[src/logic/bp_pkg.sv]
package bp_pkg;

// address and fetch geometry
localparam int VADDR_W    = 32;
localparam int LANES      = 2;
localparam int OFFSET_W   = 2;
localparam int ENTRIES    = 64;
localparam int INDEX_W    = $clog2(ENTRIES);
localparam int TAG_W      = VADDR_W - INDEX_W - 1 - OFFSET_W;

// instruction cache line, used for the line-end rule
localparam int LINE_BYTES = 32;
localparam int LINE_OFF_W = $clog2(LINE_BYTES);

// kind of control flow held in a BTB entry
typedef enum logic [1:0] {
	cf_none     = 2'd0,
	cf_branch   = 2'd1,
	cf_jump     = 2'd2,
	cf_indirect = 2'd3
} cf_e;

// two-bit saturating counter, bit 1 set predicts taken
typedef logic [1:0] ctr_t;

localparam ctr_t CTR_MIN   = 2'b00;
localparam ctr_t CTR_RESET = 2'b01;
localparam ctr_t CTR_MAX   = 2'b11;

// field view of a fetch or resolved pc
typedef struct packed {
	logic [TAG_W-1:0]    tag;
	logic [INDEX_W-1:0]  index;
	logic                lane;
	logic [OFFSET_W-1:0] offset;
} vaddr_fields_t;

// same word seen as a whole address or split into fields
typedef union packed {
	logic [VADDR_W-1:0] raw;
	vaddr_fields_t      f;
} vaddr_u;

endpackage

[src/logic/bp_select.sv]
module bp_select (
	input  logic                        clk,
	input  logic                        rst,
	input  logic                        stall,
	input  logic                        flush,
	input  bp_pkg::vaddr_u              pc,

	// lookup results, one per lane
	input  bp_pkg::cf_e                 hit_cf      [bp_pkg::LANES],
	input  logic [bp_pkg::VADDR_W-1:0]  hit_target  [bp_pkg::LANES],
	input  bp_pkg::ctr_t                hit_counter [bp_pkg::LANES],

	// prediction for the pc sampled at the last unstalled edge
	output logic                        pred_valid,
	output logic                        pred_taken,
	output logic [bp_pkg::VADDR_W-1:0]  pred_target,
	output bp_pkg::cf_e                 pred_cf,
	output bp_pkg::ctr_t                pred_counter,
	output logic [bp_pkg::LANES-1:0]    pred_sel
);

import bp_pkg::*;

vaddr_u pc_q;
logic   pipe_flush;
logic   sel_lane;
logic   line_end;

// track the pc the banks are reading for
always_ff @(posedge clk) begin
	if (rst) begin
		pc_q       <= '0;
		pipe_flush <= 1'b0;
	end else if (!stall) begin
		pc_q       <= pc;
		pipe_flush <= flush;
	end
end

// odd slot fetch only holds lane 1, else lane 0 has priority on a hit
assign sel_lane = pc_q.f.lane ? 1'b1 : (hit_cf[0] == cf_none);

// last slot of the line has no delay slot in this fetch
assign line_end = &pc_q.raw[LINE_OFF_W-1:2];

always_comb begin
	pred_sel = '0;
	pred_sel[sel_lane] = 1'b1;
end

assign pred_cf      = hit_cf[sel_lane];
assign pred_target  = hit_target[sel_lane];
assign pred_counter = hit_counter[sel_lane];
assign pred_valid   = (pred_cf != cf_none) && !line_end && !pipe_flush;

// jumps and indirects always go, branches follow the counter
assign pred_taken = (pred_cf == cf_branch) ? pred_counter[1] : 1'b1;

endmodule

[config.mk]
export PLATFORM = sky130hd
export DESIGN_NAME = bp_select
export DESIGN_NICKNAME = d
export VERILOG_FILES = /design/src/logic/bp_pkg.sv /design/src/logic/bp_select.sv
export SDC_FILE = /design/constraint.sdc
export NUM_CORES = 1
export LEC_CHECK = 0
export BUFFER_PORTS_ARGS = -buffer_cell sky130_fd_sc_hd__buf_4
export CAP_MARGIN = 30
export CORE_ASPECT_RATIO = 0.9
export CORE_MARGIN = 4
export CORE_UTILIZATION = 22
export DETAILED_ROUTE_END_ITERATION = 8
export GPL_TIMING_DRIVEN = 1
export PLACE_DENSITY_LB_ADDON = 0.08
export SLEW_MARGIN = 20
export SYNTH_ARGS = -nofsm -noshare
export SYNTH_HDL_FRONTEND = slang
export SYNTH_SLANG_ARGS = --single-unit
[constraint.sdc]
create_clock -name clk -period 1.8 [get_ports clk]
set_input_delay 0.18 -clock clk [delete_from_list [all_inputs] [get_ports clk]]
set_output_delay 0.18 -clock clk [all_outputs]
set_load 0.01 [all_outputs]
==> summary.txt <==
Floorplanning
  – Die area: 3740 µm²
  – Core footprint: between 2000 and 3000 µm²
  – Die W: around 64 µm
  – Row cnt: 18
  – Io pins: roughly 150
  – Die Y: a little under 60 µm
  – Initial cell density of the core: a little under a quarter

Worst setup path
  – Startpoint types: flop
  – Internal reg-to-reg setup slack: 1.18 ns
  – Crit path kind: flop to output port
  – Max FO, Critical Path: 5
  – FF-to-FF Start: pc_q[2]
  – Worst reg2reg path depth: 2
  – Arrival time worst endpoint: between 1.5 and 2 ns
  – Reg-to-reg endpoint: pc_q[2]
  – Crit end category: output port
  – CP required: roughly 1.6 ns

Drt
  – Drt total wl: ~2800 µm
  – Via Count: approximately 910
  – Antenna-violating nets left: 0
  – 1st-iter DRT viols: 21
  – DR DRC count: 0
  – Vias/cell: approximately 4.2
  – Drt pass-1 iters: 4
  – Routed len/inst: around 13 µm

CTS
  – CTS max path bufs: 2
  – Later-pin clock latency in the skew report: 0.23 ns
  – CTS H-tree lvls: 1
  – Root buffer cell: clkbuf_4
  – Clock transition at the registers of the reported paths: 0.03 ns
  – Clock sinks: 4
  – # hold bufs at CTS: 0
  – CTS tree: yes
  – CTS buffer count: 3

GRT
  – Total GRT Usage: 13.9%
  – First-pass GRT wire length: between 4000 and 5000 µm
  – Antenna violations before repair: 0
  – Vias in the first global route: approximately 900
  – Largest net degree at the start of global routing: 19
  – Remaining global-route overflow: 0

Timing
  – Final Max Tran Viols: 0
  – Clk_skew: 0 ns
  – Highest clock rate: 582 MHz
  – Slew HR: 81.3%
  – Final WS setup: between 0.08 and 0.09 ns
  – # setup viols final: 0
  – Worst Tran Pin Value: about 0.28 ns
  – Final period util: a little over nine tenths
  – RSZ-0062 raised after global routing: no
  – Endpoints failing hold: 0
  – TNS Setup: 0 ns
  – Final min period: between 1.5 and 2 ns

Cells and area
  – Final instance area: between 1500 and 2000 µm²
  – Ant. Diodes: 0
  – Final nets: 289
  – Fraction of layout cells with a size suffix above 1: around nine tenths
  – Non-filler cells, final: ~220
  – FF+latch area: 81.3 µm²
  – Area Growth Syn to Fin: 153%
  – Fillers: 240
  – Multi-input gate area: 508 µm²

Job
  – Max Cap Violations: 0

Placement
  – Post-DP HPWL: around 2500 µm
  – Routability cong.: 0.715
  – Worst slack, placed: 0.271 ns
  – Port Buf Inserts: ~120
  – Placed insts: 216
  – Dpl cell area: approximately 1500 µm²

Power
  – Peak supply drop: approximately 0.4 mV
  – Psw: ~190 µW
  – Cell leakage power: 0.822 nW
  – Clock share of power: around 17%
  – Logic pwr share: 68.2%
  – Power Density: around 420 nW/µm²
  – Cell internal pwr: between 400 and 500 µW
  – Sequential share of power: approximately 15%
  – Power after layout: between 600 and 700 µW
  – Switching share of power: 29.2%

Worst hold path
  – Endpoint of the worst hold path: pc_q[2]
  – WHS Path Cells: 2
  – Hold Startpoint: rst
  – Hold Path Class: input pin to flop

Run status
  – Outcome: finished clean

Synth
  – Largest area contributor in the netlist: mux2_2
  – Combinational family with the most area after synthesis: multiplexers
  – Post-Synth Adder-Cell Area: 0%
  – Mux cell area share after synthesis: 68.6%
  – Synth Area in Simple Gates: under 10%
  – Netlist cell types: 18
  – Post-synthesis sequential area ratio: between 10% and 20%
  – Cells after Synth: 62
  – Yosys warnings: 0
  – Synthesized net count: 170
  – FF+latch count, synth: 4
  – Post-synth top area share: around three fifths
  – Post-synthesis compound-gate area fraction: ~5.4%
  – XOR/XNOR share of the synthesized area: 0%
  – Ranking of synthesized cells by area: mux2_2, dfxtp_1, mux2i_1
  – Syn avg cell area: about 10 µm²
  – Synth Cell Area: around 620 µm²
## sequential cells by signal, summed over array words and instances, names as in the netlist
name        cells
pc_q            3
pipe_flush      1
## cell families after synthesis
logic type	Yosys count
AO/OA/AOI/OAI	5
AND/OR/NAND/NOR	7
multiplexers	38
buffers and inverters	8
flip-flops	4
## final cells by class
cell class / instances / area share, %
flip-flops and latches: 4 / 5.18
repair buffers: 120 / 57.4
multi-input cells: 50 / 32.4
well taps: 40 / 3.19
clock buffers: 3 / 1.43
inverters: 2 / 0.478
## critical path, stage by stage, from the launching register on
cell and delay [ns]:
dfxtp_2 0.33, o21bai_4 0.18, mux2_4 0.31, or3b_1 0.34
buf_4 0.15
## routing by layer
layer  global-route usage (%)  wire length, µm  share of wire (%)  vias to the layer above
met5                        0                0                  0                        -
met4                     4.62                0                  0                        0
met3                     4.39              356                 13                        0
met2                     25.8             1520                 54                       58
met1                     15.1              950                 34                      392
li1                         -                -                  -                      459
## worst max path at each step
stage	from	end	slack (ns)	depth (start not counted)
6_report	pc_q[2]	pred_taken	0.08	4
5_1_grt	pc_q[2]	pred_target[8]	0.02	4
4_1_cts	pc_q[2]	pred_taken	0.02	4
3_5_place_dp	pc_q[2]	pred_taken	0.27	4
3_3_place_gp	pc_q[2]	pred_taken	0.28	4
2_1_floorplan	pc_q[2]	pred_taken	0.29	4
## stage by stage
step / util [%] / hold slack, ns
after floorplan: - / 0.252
after global placement: 56.7 / 0.368
after detailed placement: 56.7 / 0.376
after CTS: 57.6 / 0.127
after global routing: 57.6 / 0.124
final: 57.6 / 0.130
## cell usage after synthesis
master    number
buf_2          3
or3b_1         1
dfxtp_1        4
a31oi_1        1
o21bai_1       1
inv_1          2
clkbuf_1       1
a21o_1         1
buf_4          1
o21ai_0        1
mux2_4         1
mux2i_1        4
nor2_1         4
nand2b_1       1
mux2_2        33
nor2b_1        1
buf_6          1
o21a_1         1
## power by group through the flow
stage / Combinational [mW] / Sequential (mW) / Clock (mW)
6_report: 0.447 / 0.0983 / 0.110
5_1_grt: 0.480 / 0.0990 / 0.125
4_1_cts: 0.453 / 0.0981 / 0.116
3_3_place_gp: 0.445 / 0.0992 / 0
2_1_floorplan: 0.189 / 0.0983 / 0
3_5_place_dp: 0.452 / 0.0995 / 0
## repair_timing
action | CTS | global route
endpoints found under the setup margin | 0 | 31
gates resized for setup | 0 | 1
endpoints found under the hold margin | 0 | 0
buffers inserted | 0 | 0
## cell usage in the layout, fill, tap and decap left out
master | netlist | final
buf_4 | 1 | 120
clkbuf_4 | 0 | 3
dfxtp_1 | 4 | 3
inv_1 | 2 | 2
nand2b_1 | 1 | 1
nor2b_1 | 1 | 1
nor2_1 | 4 | 4
o21bai_4 | 0 | 1
a21o_1 | 1 | 1
dfxtp_2 | 0 | 1
a31oi_1 | 1 | 1
o21a_1 | 1 | 1
mux2_4 | 1 | 1
or3b_1 | 1 | 1
mux2_2 | 33 | 33
mux2i_1 | 4 | 4
o21ai_0 | 1 | 1
Note: power is estimated with default switching activity, not from simulation.
