`src/logic/bp_pkg.sv`:
```
package bp_pkg;

// address and fetch geometry
localparam int VADDR_W    = 32;
localparam int LANES      = 2;
localparam int OFFSET_W   = 2;
localparam int ENTRIES    = 64;
localparam int INDEX_W    = $clog2(ENTRIES);
localparam int TAG_W      = VADDR_W - INDEX_W - 1 - OFFSET_W;

// instruction cache line, used for the line-end rule
localparam int LINE_BYTES = 32;
localparam int LINE_OFF_W = $clog2(LINE_BYTES);

// kind of control flow held in a BTB entry
typedef enum logic [1:0] {
	cf_none     = 2'd0,
	cf_branch   = 2'd1,
	cf_jump     = 2'd2,
	cf_indirect = 2'd3
} cf_e;

// two-bit saturating counter, bit 1 set predicts taken
typedef logic [1:0] ctr_t;

localparam ctr_t CTR_MIN   = 2'b00;
localparam ctr_t CTR_RESET = 2'b01;
localparam ctr_t CTR_MAX   = 2'b11;

// field view of a fetch or resolved pc
typedef struct packed {
	logic [TAG_W-1:0]    tag;
	logic [INDEX_W-1:0]  index;
	logic                lane;
	logic [OFFSET_W-1:0] offset;
} vaddr_fields_t;

// same word seen as a whole address or split into fields
typedef union packed {
	logic [VADDR_W-1:0] raw;
	vaddr_fields_t      f;
} vaddr_u;

endpackage

```
`src/logic/bp_lane_bank.sv`:
```
module bp_lane_bank (
	input  logic                        clk,
	input  logic                        rst,
	input  logic                        stall,

	// fetch address, only index and tag are looked at
	input  bp_pkg::vaddr_u              pc,

	// update port from the router
	input  logic                        btb_we,
	input  logic                        bht_we,
	input  logic [bp_pkg::INDEX_W-1:0]  wr_index,
	input  logic [bp_pkg::TAG_W-1:0]    wr_tag,
	input  logic [bp_pkg::VADDR_W-1:0]  wr_target,
	input  bp_pkg::cf_e                 wr_cf,
	input  bp_pkg::ctr_t                wr_counter,

	// lookup result, one cycle after pc is sampled
	output bp_pkg::cf_e                 hit_cf,
	output logic [bp_pkg::VADDR_W-1:0]  hit_target,
	output bp_pkg::ctr_t                hit_counter
);

import bp_pkg::*;

// BTB storage
logic [ENTRIES-1:0] btb_valid;
logic [TAG_W-1:0]   btb_tag    [ENTRIES];
logic [VADDR_W-1:0] btb_target [ENTRIES];
cf_e                btb_cf     [ENTRIES];

// BHT storage
ctr_t               bht        [ENTRIES];

// registered read of the entry at the fetch index
logic               rd_valid;
logic [TAG_W-1:0]   rd_tag;
logic [VADDR_W-1:0] rd_target;
cf_e                rd_cf;
ctr_t               rd_counter;
logic [TAG_W-1:0]   fetch_tag;

always_ff @(posedge clk) begin
	if (btb_we) begin
		btb_tag[wr_index]    <= wr_tag;
		btb_target[wr_index] <= wr_target;
		btb_cf[wr_index]     <= wr_cf;
	end
end

always_ff @(posedge clk) begin
	if (rst) begin
		btb_valid <= '0;
	end else if (btb_we) begin
		btb_valid[wr_index] <= 1'b1;
	end
end

// counters start weakly not taken
always_ff @(posedge clk) begin
	if (rst) begin
		for (int i = 0; i < ENTRIES; i++) begin
			bht[i] <= CTR_RESET;
		end
	end else if (bht_we) begin
		bht[wr_index] <= wr_counter;
	end
end

// a write at the same edge is seen from the next read on
always_ff @(posedge clk) begin
	if (rst) begin
		rd_valid   <= 1'b0;
		rd_counter <= CTR_RESET;
	end else if (!stall) begin
		rd_valid   <= btb_valid[pc.f.index];
		rd_counter <= bht[pc.f.index];
	end
end

always_ff @(posedge clk) begin
	if (!stall) begin
		rd_tag    <= btb_tag[pc.f.index];
		rd_target <= btb_target[pc.f.index];
		rd_cf     <= btb_cf[pc.f.index];
		fetch_tag <= pc.f.tag;
	end
end

// tag mismatch or empty slot reads as no control flow
assign hit_cf      = (rd_valid && rd_tag == fetch_tag) ? rd_cf : cf_none;
assign hit_target  = rd_target;
assign hit_counter = rd_counter;

endmodule

```
`config.mk`:
```
export PLATFORM = sky130hd
export DESIGN_NAME = bp_lane_bank
export DESIGN_NICKNAME = d
export VERILOG_FILES = /design/src/logic/bp_pkg.sv /design/src/logic/bp_lane_bank.sv
export SDC_FILE = /design/constraint.sdc
export NUM_CORES = 2
export LEC_CHECK = 0
export BUFFER_PORTS_ARGS = -buffer_cell sky130_fd_sc_hd__buf_2
export CAP_MARGIN = 25
export CORE_MARGIN = 5
export CORE_UTILIZATION = 30
export CTS_CLUSTER_SIZE = 10
export DETAILED_ROUTE_END_ITERATION = 6
export GPL_TIMING_DRIVEN = 0
export PLACE_DENSITY = 0.41
export SYNTH_ARGS = -nofsm -noshare
export SYNTH_HDL_FRONTEND = slang
export SYNTH_SLANG_ARGS = --single-unit
```
`constraint.sdc`:
```
create_clock -name clk -period 5.6 [get_ports clk]
set_clock_uncertainty 0.05 [all_clocks]
set_input_delay 1.4 -clock clk [delete_from_list [all_inputs] [get_ports clk]]
set_output_delay 1.4 -clock clk [all_outputs]
set_load 0.02 [all_outputs]
```
==> results.txt <==
CP Launch Point -> fetch_tag[6]
Post-Synth Adder-Cell Area -> 0
Clk_lat worst skew -> 1.02 ns
Total Wirelength -> 498700 um
CORE AREA -> 497400 um^2
Largest net degree at the start of global routing -> 65
EDFF count, synth -> 3856
Max-Cap Viols -> 0
Initial Util -> 0.3010
Yosys top cell by area -> edfxtp_1
Fin. Hold Viols -> 0
Post-synth ARST share -> 0
Pint -> 48.43 mW
DIE AREA -> 513400 um^2
CTS tree -> done
Cell Chain, Critical Path -> xor2_2, nor4_2, buf_4, buf_6, nand4_1, or3_4, nor2_2, buf_2
FF+latch area -> 117100 um^2
Hold Path Origin -> btb_valid[27]
Net switching power -> 13.68 mW
First-pass GRT wire length -> 669000 um
Final ANT Viol Nets -> 0
WS Path Type -> reg -> out
Post-CTS resize count -> 3
Share of cells above drive strength 1 -> 0.3341
Multi-input gate area -> 31540 um^2
Post-route worst setup slack -> 0.3222 ns
Fin Setup TNS -> 0 ns
Initial antenna violation count -> 50
GRT Total Usage -> 0.1917
CP top delay family -> simple AND/OR/NAND/NOR gates
Ranking of synthesized cells by area -> edfxtp_1 (77%), mux4_2 (18%), dfxtp_1 (0.90%)
Worst path arrival time -> 3.83 ns
Cell row count -> 259
Area share of the largest cell type after synthesis -> 0.7733
Design area -> 179200 um^2
IO Pins -> 138
Tightest Hold Check Type -> reg -> reg
Root Buffer -> clkbuf_16
Cell Area, Synth -> 149700 um^2
Peak supply drop -> 0.2587 mV
Slowest stage cell, crit path -> edfxtp_1
Yosys reg bits -> 3923
Critical Path RT -> 4.15 ns
DP HPWL -> 352800 um
Synth-to-layout area growth -> 19.67%
Maximum fanout along the worst path -> 2
Post-synthesis mux area share -> 0.1851
Hold buffer count at CTS -> 0
Worst setup SP type -> register
Slew @ Worst Pin -> 1.148 ns
CP Buf/Inv Count -> 3
Initial drt markers -> 7988
Setup repair bufs after CTS -> 0
Final min period -> 5.278 ns
Drt drc -> 0
# fillers -> 45330
Main combinational cell family by area after synthesis -> multiplexers
Register area share after synthesis -> 0.7822
Status -> finished, final reports clean
Clock share of power -> 0.416
Wire length per cell -> 35.71 um
Overflow after GRT -> 0
Clock sinks -> 3923
CTS Buffer Depth -> 4
Unique masters post-synth -> 42
F_max -> 189.5 MHz
Leak -> 55.00 nW
Setup-failing EPs final -> 0
Placer Congestion -> 0.8194
H-tree depth -> 5
Placed Area -> 165900 um^2
CTS Buf Count -> 447
Chip Height -> 716.5 um
Post-synth net total -> 6271
Complex-gate fraction of the synthesized area -> 0.007545
Syn_area_per_cell -> 24.27 um^2
Comb pwr share -> 0.058
Endpoint type of the worst setup path -> output pin
Slew Limit Headroom -> 0.2319
PwrDens -> 346.6 nW/um^2
CTS clock-pin slew for the worst setup and hold paths -> 0.06 ns
Die width -> 716.5 um
Total iterations of the first detailed-routing run -> 5
Crit Reg-Reg Startpoint -> btb_target[0][30]
Via Count -> 72330
Buffers on Ports -> 124
XOR/XNOR Fraction of Synth Area -> 0.001345
Vias in the first global route -> 74670
Fin crit share -> 0.9425
Synth Instances -> 6169
Yosys warning count -> 0
Vias per cell -> 5.180
Seq pwr share -> 0.526
Place WS -> -0.3887 ns
RSZ-0062 raised after global routing -> no
Crit-path max cell delay -> 0.50 ns
Nets -> 7227
Sw Ratio -> 0.2202
Synth Area in Simple Gates -> 0.01319
Post-layout util -> 0.3603
Top FF cell, synth -> edfxtp_1
Max Slew Vio Count -> 0
[cells by family after synthesis]
group	after synthesis
compound gates	151
xor+xnor	23
buf+inv	346
flops	3923
mux	1263
simple gates	463
[placed cells by master, fill, tap and decap left out, drive strengths merged, types with 9 or more instances in the layout]
cell	instances
inv	19
buf	676
mux2i	58
xor2	16
nand2	92
a21oi	9
nor2b	34
dfxtp	67
nand3	10
o21bai	56
edfxtp	3856
diode	15
clkinv	42
a211oi	35
nor2	278
clkbuf	734
mux4	1205
[synth_stat cells, types with 5 or more instances]
master / number
a22o_1: 6
xor2_1: 16
dfxtp_1: 67
o31a_1: 7
edfxtp_1: 3856
and2_1: 8
or2_2: 5
mux2i_1: 58
o21bai_1: 56
nand3_1: 10
mux4_2: 1205
a31oi_1: 8
nand2_1: 92
nor2_1: 278
nand3b_1: 6
clkbuf_1: 171
buf_4: 37
a211oi_1: 35
a211o_1: 6
a22oi_1: 6
nand4_1: 5
xnor2_1: 7
a21oi_1: 9
nor3_1: 7
nor2b_1: 34
buf_1: 35
a21o_1: 8
buf_2: 94
[per-stage QoR]
stage                     hold WS, ns  std cells  total power, mW
final                          0.4242      13970            62.11
after global routing           0.4444      13950            64.14
after CTS                      0.4034      13900            62.84
after detailed placement       0.4023      13280            36.89
after global placement         0.3980      12950            36.70
after floorplan                0.3823       6169            34.96
[final timing paths]
| kind | to | slack [ns] | cells past startpoint |
|---|---|---|---|
| worst min register to register | btb_valid[27] | 0.42 | 2 |
| worst max-delay path | hit_cf[0] | 0.32 | 8 |
| worst max register to register | hit_target[30] | 2.98 | 5 |
| worst min-delay path | btb_valid[27] | 0.42 | 2 |
[power groups by stage]
stage	sequential, mW	clock (mW)	combinational, mW
5_1_grt	32.7	27.7	3.78
4_1_cts	32.7	26.5	3.61
3_5_place_dp	33.3	0	3.60
3_3_place_gp	33.3	0	3.38
6_report	32.7	25.8	3.60
2_1_floorplan	33.3	0	1.69
[state kept, by name, summed over array words and instances (netlist names), 2 cells and up]
| name | flops |
|---|---|
| hit_counter | 2 |
| btb_valid | 64 |
| rd_cf | 2 |
| fetch_tag | 23 |
| btb_cf | 128 |
| bht | 128 |
| rd_tag | 23 |
| btb_target | 2048 |
| hit_target | 32 |
| btb_tag | 1472 |
[layer usage]
| layer | GRT usage | vias to the layer above | routed length (um) |
|---|---|---|---|
| met5 | 0 | - | 34 |
| met4 | 0.04661 | 6 | 13930 |
| met3 | 0.02533 | 629 | 26260 |
| met2 | 0.3216 | 2513 | 244900 |
| met1 | 0.2654 | 40790 | 213600 |
| li1 | - | 28400 | - |
[worst register-to-register path: stages (launching register included)]
cell and delay (ns):
edfxtp_1 0.38, mux4_2 0.46, nor2b_1 0.15, a211oi_1 0.44, a21oi_1 0.14, mux4_2 0.67
[area by class of cell]
class / count / area share
Sequential cell: 3923 / 0.6536
Multi-Input combinational cell: 1900 / 0.1760
Clock buffer: 561 / 0.06528
Tap cell: 6655 / 0.04647
Timing Repair Buffer: 507 / 0.04636
Buffer: 342 / 0.008951
Clock inverter: 58 / 0.003009
Antenna cell: 15 / 0.0002095
Inverter: 4 / 0.0001117
Power figures use the tool's default switching activity.
