[src/logic/bp_pkg.sv]
package bp_pkg;

// address and fetch geometry
localparam int VADDR_W    = 32;
localparam int LANES      = 2;
localparam int OFFSET_W   = 2;
localparam int ENTRIES    = 64;
localparam int INDEX_W    = $clog2(ENTRIES);
localparam int TAG_W      = VADDR_W - INDEX_W - 1 - OFFSET_W;

// instruction cache line, used for the line-end rule
localparam int LINE_BYTES = 32;
localparam int LINE_OFF_W = $clog2(LINE_BYTES);

// kind of control flow held in a BTB entry
typedef enum logic [1:0] {
	cf_none     = 2'd0,
	cf_branch   = 2'd1,
	cf_jump     = 2'd2,
	cf_indirect = 2'd3
} cf_e;

// two-bit saturating counter, bit 1 set predicts taken
typedef logic [1:0] ctr_t;

localparam ctr_t CTR_MIN   = 2'b00;
localparam ctr_t CTR_RESET = 2'b01;
localparam ctr_t CTR_MAX   = 2'b11;

// field view of a fetch or resolved pc
typedef struct packed {
	logic [TAG_W-1:0]    tag;
	logic [INDEX_W-1:0]  index;
	logic                lane;
	logic [OFFSET_W-1:0] offset;
} vaddr_fields_t;

// same word seen as a whole address or split into fields
typedef union packed {
	logic [VADDR_W-1:0] raw;
	vaddr_fields_t      f;
} vaddr_u;

endpackage

[src/logic/bp_update_router.sv]
module bp_update_router (
	// resolved branch from the execute stage
	input  logic                        res_valid,
	input  bp_pkg::vaddr_u              res_pc,
	input  logic [bp_pkg::VADDR_W-1:0]  res_target,
	input  bp_pkg::cf_e                 res_cf,
	input  logic                        res_taken,
	input  bp_pkg::ctr_t                res_counter,

	// per-lane write strobes
	output logic [bp_pkg::LANES-1:0]    btb_we,
	output logic [bp_pkg::LANES-1:0]    bht_we,

	// write data shared by both lanes
	output logic [bp_pkg::INDEX_W-1:0]  wr_index,
	output logic [bp_pkg::TAG_W-1:0]    wr_tag,
	output logic [bp_pkg::VADDR_W-1:0]  wr_target,
	output bp_pkg::cf_e                 wr_cf,
	output bp_pkg::ctr_t                wr_counter
);

import bp_pkg::*;

logic [LANES-1:0] lane_sel;

// one-hot of the slot the branch came from
always_comb begin
	lane_sel = '0;
	lane_sel[res_pc.f.lane] = 1'b1;
end

// every resolved control flow refreshes the BTB
assign btb_we = res_valid ? lane_sel : '0;

// only conditional branches train the counter
assign bht_we = (res_valid && res_cf == cf_branch) ? lane_sel : '0;

assign wr_index  = res_pc.f.index;
assign wr_tag    = res_pc.f.tag;
assign wr_target = res_target;
assign wr_cf     = res_cf;

// step the predicted counter toward the outcome, saturating at both ends
always_comb begin
	if (res_taken) begin
		if (res_counter == CTR_MAX)
			wr_counter = CTR_MAX;
		else
			wr_counter = ctr_t'(res_counter + 2'd1);
	end else begin
		if (res_counter == CTR_MIN)
			wr_counter = CTR_MIN;
		else
			wr_counter = ctr_t'(res_counter - 2'd1);
	end
end

endmodule

[config.mk]
export PLATFORM = sky130hd
export DESIGN_NAME = bp_update_router
export DESIGN_NICKNAME = d
export VERILOG_FILES = /design/src/logic/bp_pkg.sv /design/src/logic/bp_update_router.sv
export SDC_FILE = /design/constraint.sdc
export NUM_CORES = 1
export LEC_CHECK = 0
export BUFFER_PORTS_ARGS = -buffer_cell sky130_fd_sc_hd__buf_2
export CAP_MARGIN = 15
export CORE_ASPECT_RATIO = 0.9
export CORE_MARGIN = 10
export CORE_UTILIZATION = 20
export DETAILED_ROUTE_END_ITERATION = 10
export PLACE_DENSITY = 0.88
export SLEW_MARGIN = 10
export SYNTH_ARGS = -nofsm -noshare
export SYNTH_HDL_FRONTEND = slang
export SYNTH_SLANG_ARGS = --single-unit
[constraint.sdc]
create_clock -name vclk -period 0.8
set_clock_uncertainty 0.2 [all_clocks]
set_input_delay 0.04 -clock vclk [all_inputs]
set_output_delay 0.04 -clock vclk [all_outputs]
set_load 0.02 [all_outputs]
==> run_results.csv, run 1 <==
group,metric,value,unit
sta,fmax,1230,MHz
yosys,synth_most_common_cell,"buf_4",
grt,overflow,0,
floorplan,die_area,0.00514,mm2
floorplan,die_w,74.5,um
cells_and_area,final_nets,95,
yosys,synth_fp_nets,140,
routing,post_drt_wl_per_cell,19.6,um
place,io_buffers,15,
cells_and_area,numSequentialCells,0,
grt,grt_use_total,0.0297,
grt,grt_pass1_wl,1.24,mm
routing,wl,1.00,mm
yosys,syn_area,534,um2
yosys,synth_cells,70,
grt,grt_pass1_vias,220,
floorplan,start_util,0.213,
yosys,synth_area_leaders,"buf_4, maj3_2, and3b_1, and2_4, nor2b_2",
grt,grt_max_degree,4,
yosys,avgSynthCellArea,7.63,um2
cells_and_area,multi_input_area,63.8,um2
power_and_ir_drop,power_density,538,mW/mm2
sta,rsz0062_at_grt,"true",
routing,viasPerCell,4.33,
min_path,worstHoldStart,"res_target[1]",
min_path,min_to,"wr_target[1]",
yosys,yosysTopAreaCell,"buf_4",
sta,slew_viol_final,0,
critical_path,start_kind,"input pin",
cells_and_area,diodes,0,
cells_and_area,final-seq-area,0,um2
floorplan,rows,17,
sta,holdWs,-120,ps
sta,fin_ws,-14.7,ps
sta,hold_viol_final,61,
floorplan,ioPinCount,139,
flow_run,drv_cap,0,
clocking,cts_setup_buffers,0,
cells_and_area,syn_to_final_growth,-54.8,%
critical_path,cp.arrival,570,ps
yosys,ys_seq_area_frac,0,
status,failed_checks,"hold timing, setup timing",
status,outcome,"finished, violations left",
critical_path,crit_fanout,2,
critical_path,end_kind,"output pin",
sta,finalCritPeriodShare,1.02,
cells_and_area,final_core_util,0.0962,
critical_path,worst-setup-path-type,"in2out",
cells_and_area,layout-drive-gt1-share,0.957,
yosys,synthTopCellsByCount,"buf_4, and3b_1, maj3_2",
routing,vias,221,
yosys,synth.distinct_cells,6,
sta,finalSetupViolations,4,
grt,antenna_found_initial,0,
min_path,min_path_cells,0,
sta,worst-slew-pin-transition,114,ps
floorplan,core_area,0.00251,mm2
min_path,hold_path.class,"in2out",
floorplan,chipHeight,69.0,um
routing,drt_iter0_markers,0,
yosys,synth.top_cell.area_share,0.885,
routing,drt_first_pass_iters,1,
power_and_ir_drop,p_leak,0.121,nW
cells_and_area,fillers,282,
sta,fin_crit,815,ps
critical_path,cp.required,560,ps
power_and_ir_drop,peakVddDrop,46.5,uV
yosys,yosysWarnings,0,
routing,final_antenna_net_count,0,
sta,relSlewSlack,0.924,
place,globalplace.congestion,0.615,
routing,route.detailed.drc,0,
cells_and_area,n_clock_buffer,0,
## logic make-up after synthesis
group,after synthesis,synth area share
simple gates,4,0.0656
fa+ha+maj,2,0.0422
buf+inv,64,0.892
## layout make-up
cell class,instances,share of cell area
Inverter,1,0.0155
Multi-Input combinational cell,6,0.264
Timing Repair Buffer,16,0.575
Tap cell,28,0.145
## cells in the final DEF, fill, tap and decap left out, drive strengths merged
cell type,count
and2,1
and3b,2
buf,16
inv,1
maj3,2
nor2b,1
## through the flow
step	setup WS, ps	setup TNS (ps)	cell area [um2]	power, W	instances
2_1_floorplan	68.9	0	541	0.000504	70
3_5_place_dp	-56.5	-241	185	0.000102	51
6_report	-14.7	-32.8	241	0.000130	51
3_3_place_gp	-52.5	-189	185	0.0000992	51
5_1_grt	-23.5	-84.4	241	0.000138	51
4_1_cts	-19.5	-52.6	241	0.000133	51
## where the power goes
group / switching, W / internal (W)
logic: 0.0000564 / 0.0000735
registers: 0 / 0
clock network: 0 / 0
## timing repair
item / in CTS / in global routing
gates resized for setup: 14 / 0
pin swaps: 4 / 0
endpoints found under the setup margin: 5 / 4
hold endpoints to repair: 61 / 61
## critical path, cell delays in order
cell and delay, ps:
buf_6 90, maj3_2 310, buf_6 130
## worst max path at each step
stage,startpoint,endpoint,slack [ps],cells past startpoint
2_1_floorplan,res_valid,bht_we[0],70,2
3_3_place_gp,res_valid,bht_we[0],-50,4
3_5_place_dp,res_valid,bht_we[0],-60,4
4_1_cts,res_taken,wr_counter[1],-20,3
5_1_grt,res_valid,bht_we[1],-20,4
6_report,res_taken,wr_counter[1],-10,3
## routing by layer
layer | global-route usage | part of all wire | vias to the layer above
met4 | 0.0354 | 0.096 | 0
met1 | 0.00962 | 0.14 | 83
met5 | 0 | 0 | -
met3 | 0.0528 | 0.36 | 22
li1 | - | - | 57
met2 | 0.0381 | 0.40 | 59
Power figures use the tool's default switching activity.
==> run 2: changes to the inputs <==
--- a/config.mk
+++ b/config.mk
@@ -11,6 +11,7 @@
 export CORE_MARGIN = 10
 export CORE_UTILIZATION = 20
 export DETAILED_ROUTE_END_ITERATION = 10
+export GPL_TIMING_DRIVEN = 0
 export PLACE_DENSITY = 0.88
 export SLEW_MARGIN = 10
 export SYNTH_ARGS = -nofsm -noshare
==> run 2 against run 1 <==
Net effect:
- the flow finishes with violations (setup timing)
- worst hold slack improved by 220 ps
- worst setup slack worse by 5.1 ps
- maximum frequency is 0.62% lower
- largest power group unchanged
- critical endpoint unchanged
==> run_results.csv, run 2 (synthesis results as in run 1) <==
group,metric,value,unit
sta,finalSetupViolations,4,
flow_run,drv_cap,0,
routing,route.met2.wl,1.67,mm
min_path,worstHoldStart,"res_target[24]",
power_and_ir_drop,p_leak,0.664,nW
sta,hold_viol_final,0,
cells_and_area,fillers,267,
cells_and_area,n_clock_buffer,0,
power_and_ir_drop,power_density,719,mW/mm2
min_path,hold_path.class,"in2out",
critical_path,crit_slowest_cell,"maj3_2",
critical_path,cp_top_family,"adder cells",
critical_path,cp.required,560,ps
place,dp_cells,174,
cells_and_area,final_common_cell,"buf_2",
routing,wl,2.76,mm
routing,vias,617,
floorplan,rows,17,
critical_path,worst-setup-path-type,"in2out",
critical_path,end_kind,"output pin",
grt,overflow,0,
routing,drt_first_pass_iters,2,
grt,grt_pass1_vias,728,
routing,final_antenna_net_count,0,
routing,topRoutingLayerUsed,"met3",
grt,grt_pass1_wl,3.61,mm
place,post_dp_cell_area,956,um2
status,outcome,"finished, violations left",
cells_and_area,diodes,0,
cells_and_area,multi_input_area,63.8,um2
critical_path,start_kind,"input pin",
critical_path,cp_num_buf_inv,2,
min_path,min_path_cells,2,
sta,fin_crit,820,ps
critical_path,cp.arrival,580,ps
routing,wl_met3,494,um
cells_and_area,layout-drive-gt1-share,0.993,
floorplan,start_util,0.213,
place,io_buffers,76,
power_and_ir_drop,peakVddDrop,309,uV
sta,fmax,1220,MHz
sta,fin_ws,-19.8,ps
cells_and_area,syn_to_final_growth,90.9,%
status,failed_checks,"setup timing",
place,globalplace.congestion,0.638,
clocking,cts_hold_buf,0,
cells_and_area,final_nets,219,
cells_and_area,final-seq-area,0,um2
floorplan,die_w,74.5,um
grt,grt_max_degree,4,
sta,rsz0062_at_grt,"true",
sta,relSlewSlack,0.918,
critical_path,path_common_cell,"buf_6",
sta,worst-slew-pin-transition,125,ps
grt,antenna_found_initial,0,
floorplan,core_area,0.00251,mm2
sta,slew_viol_final,0,
critical_path,slowest_delay,310,ps
cells_and_area,numSequentialCells,0,
sta,finalCritPeriodShare,1.02,
floorplan,chipHeight,69.0,um
floorplan,ioPinCount,139,
routing,drt-met1-wl,597,um
routing,drt_iter0_markers,8,
min_path,min_to,"wr_target[24]",
routing,route.detailed.drc,0,
place,place_ws,-61.9,ps
cells_and_area,final_cell_mix,"buf_2, buf_4, buf_6, maj3_2",
grt,grt_use_total,0.0849,
critical_path,crit_fanout,2,
routing,post_drt_wl_per_cell,15.8,um
floorplan,die_area,0.00514,mm2
cells_and_area,stdcell_count,175,
routing,viasPerCell,3.53,
critical_path,timing.critical_path.cells,"buf_6 > maj3_2 > buf_6",
cells_and_area,fin_area,0.00102,mm2
==> run 2: cell types whose count changed in the layout (fill, tap and decap cells not counted) <==
cell,delta
buf_2,+61
buf_4,+63
==> run 2: cell type report <==
class	count	share of cell area
plain buffers	63	0.464
well taps	28	0.0344
repair buffers	77	0.436
multi-input cells	6	0.0626
inverters	1	0.00368
==> run 2: timing repair <==
action                     4_1_cts  5_1_grt
setup buffers                    1        0
resized for setup               13        1
setup endpoints to repair        4        4
pin swaps                        4        2
cloned                           0        0
==> run 2: worst max-delay path by stage <==
stage,end,from,depth (start not counted)
after global placement,bht_we[0],res_valid,4
after floorplan,bht_we[0],res_valid,2
after detailed placement,wr_counter[0],res_counter[0],4
after CTS,wr_counter[0],res_counter[0],4
final,wr_counter[1],res_taken,3
after global routing,wr_counter[1],res_taken,3
==> run 2: through the flow <==
stage	utilization	power [W]	TNS, ps	hold slack, ps
after global routing	0.406	0.000777	-89.3	105
after CTS	0.406	0.000745	-65.3	103
after detailed placement	0.381	0.000710	-227	103
final	0.406	0.000733	-41.9	100
after floorplan	-	0.000504	0	-87.2
after global placement	0.381	0.000702	-187	102
==> run 2: power by group <==
part | internal (W) | switching [W] | total (W)
registers | 0 | 0 | 0
logic | 0.000371 | 0.000363 | 0.000733
clock network | 0 | 0 | 0
total | 0.000371 | 0.000363 | 0.000733
==> run 2: metal layers <==
metal	global-route usage	up-vias
met4	0	0
met5	0	-
met1	0.0521	256
li1	-	304
met3	0.0528	0
met2	0.192	57
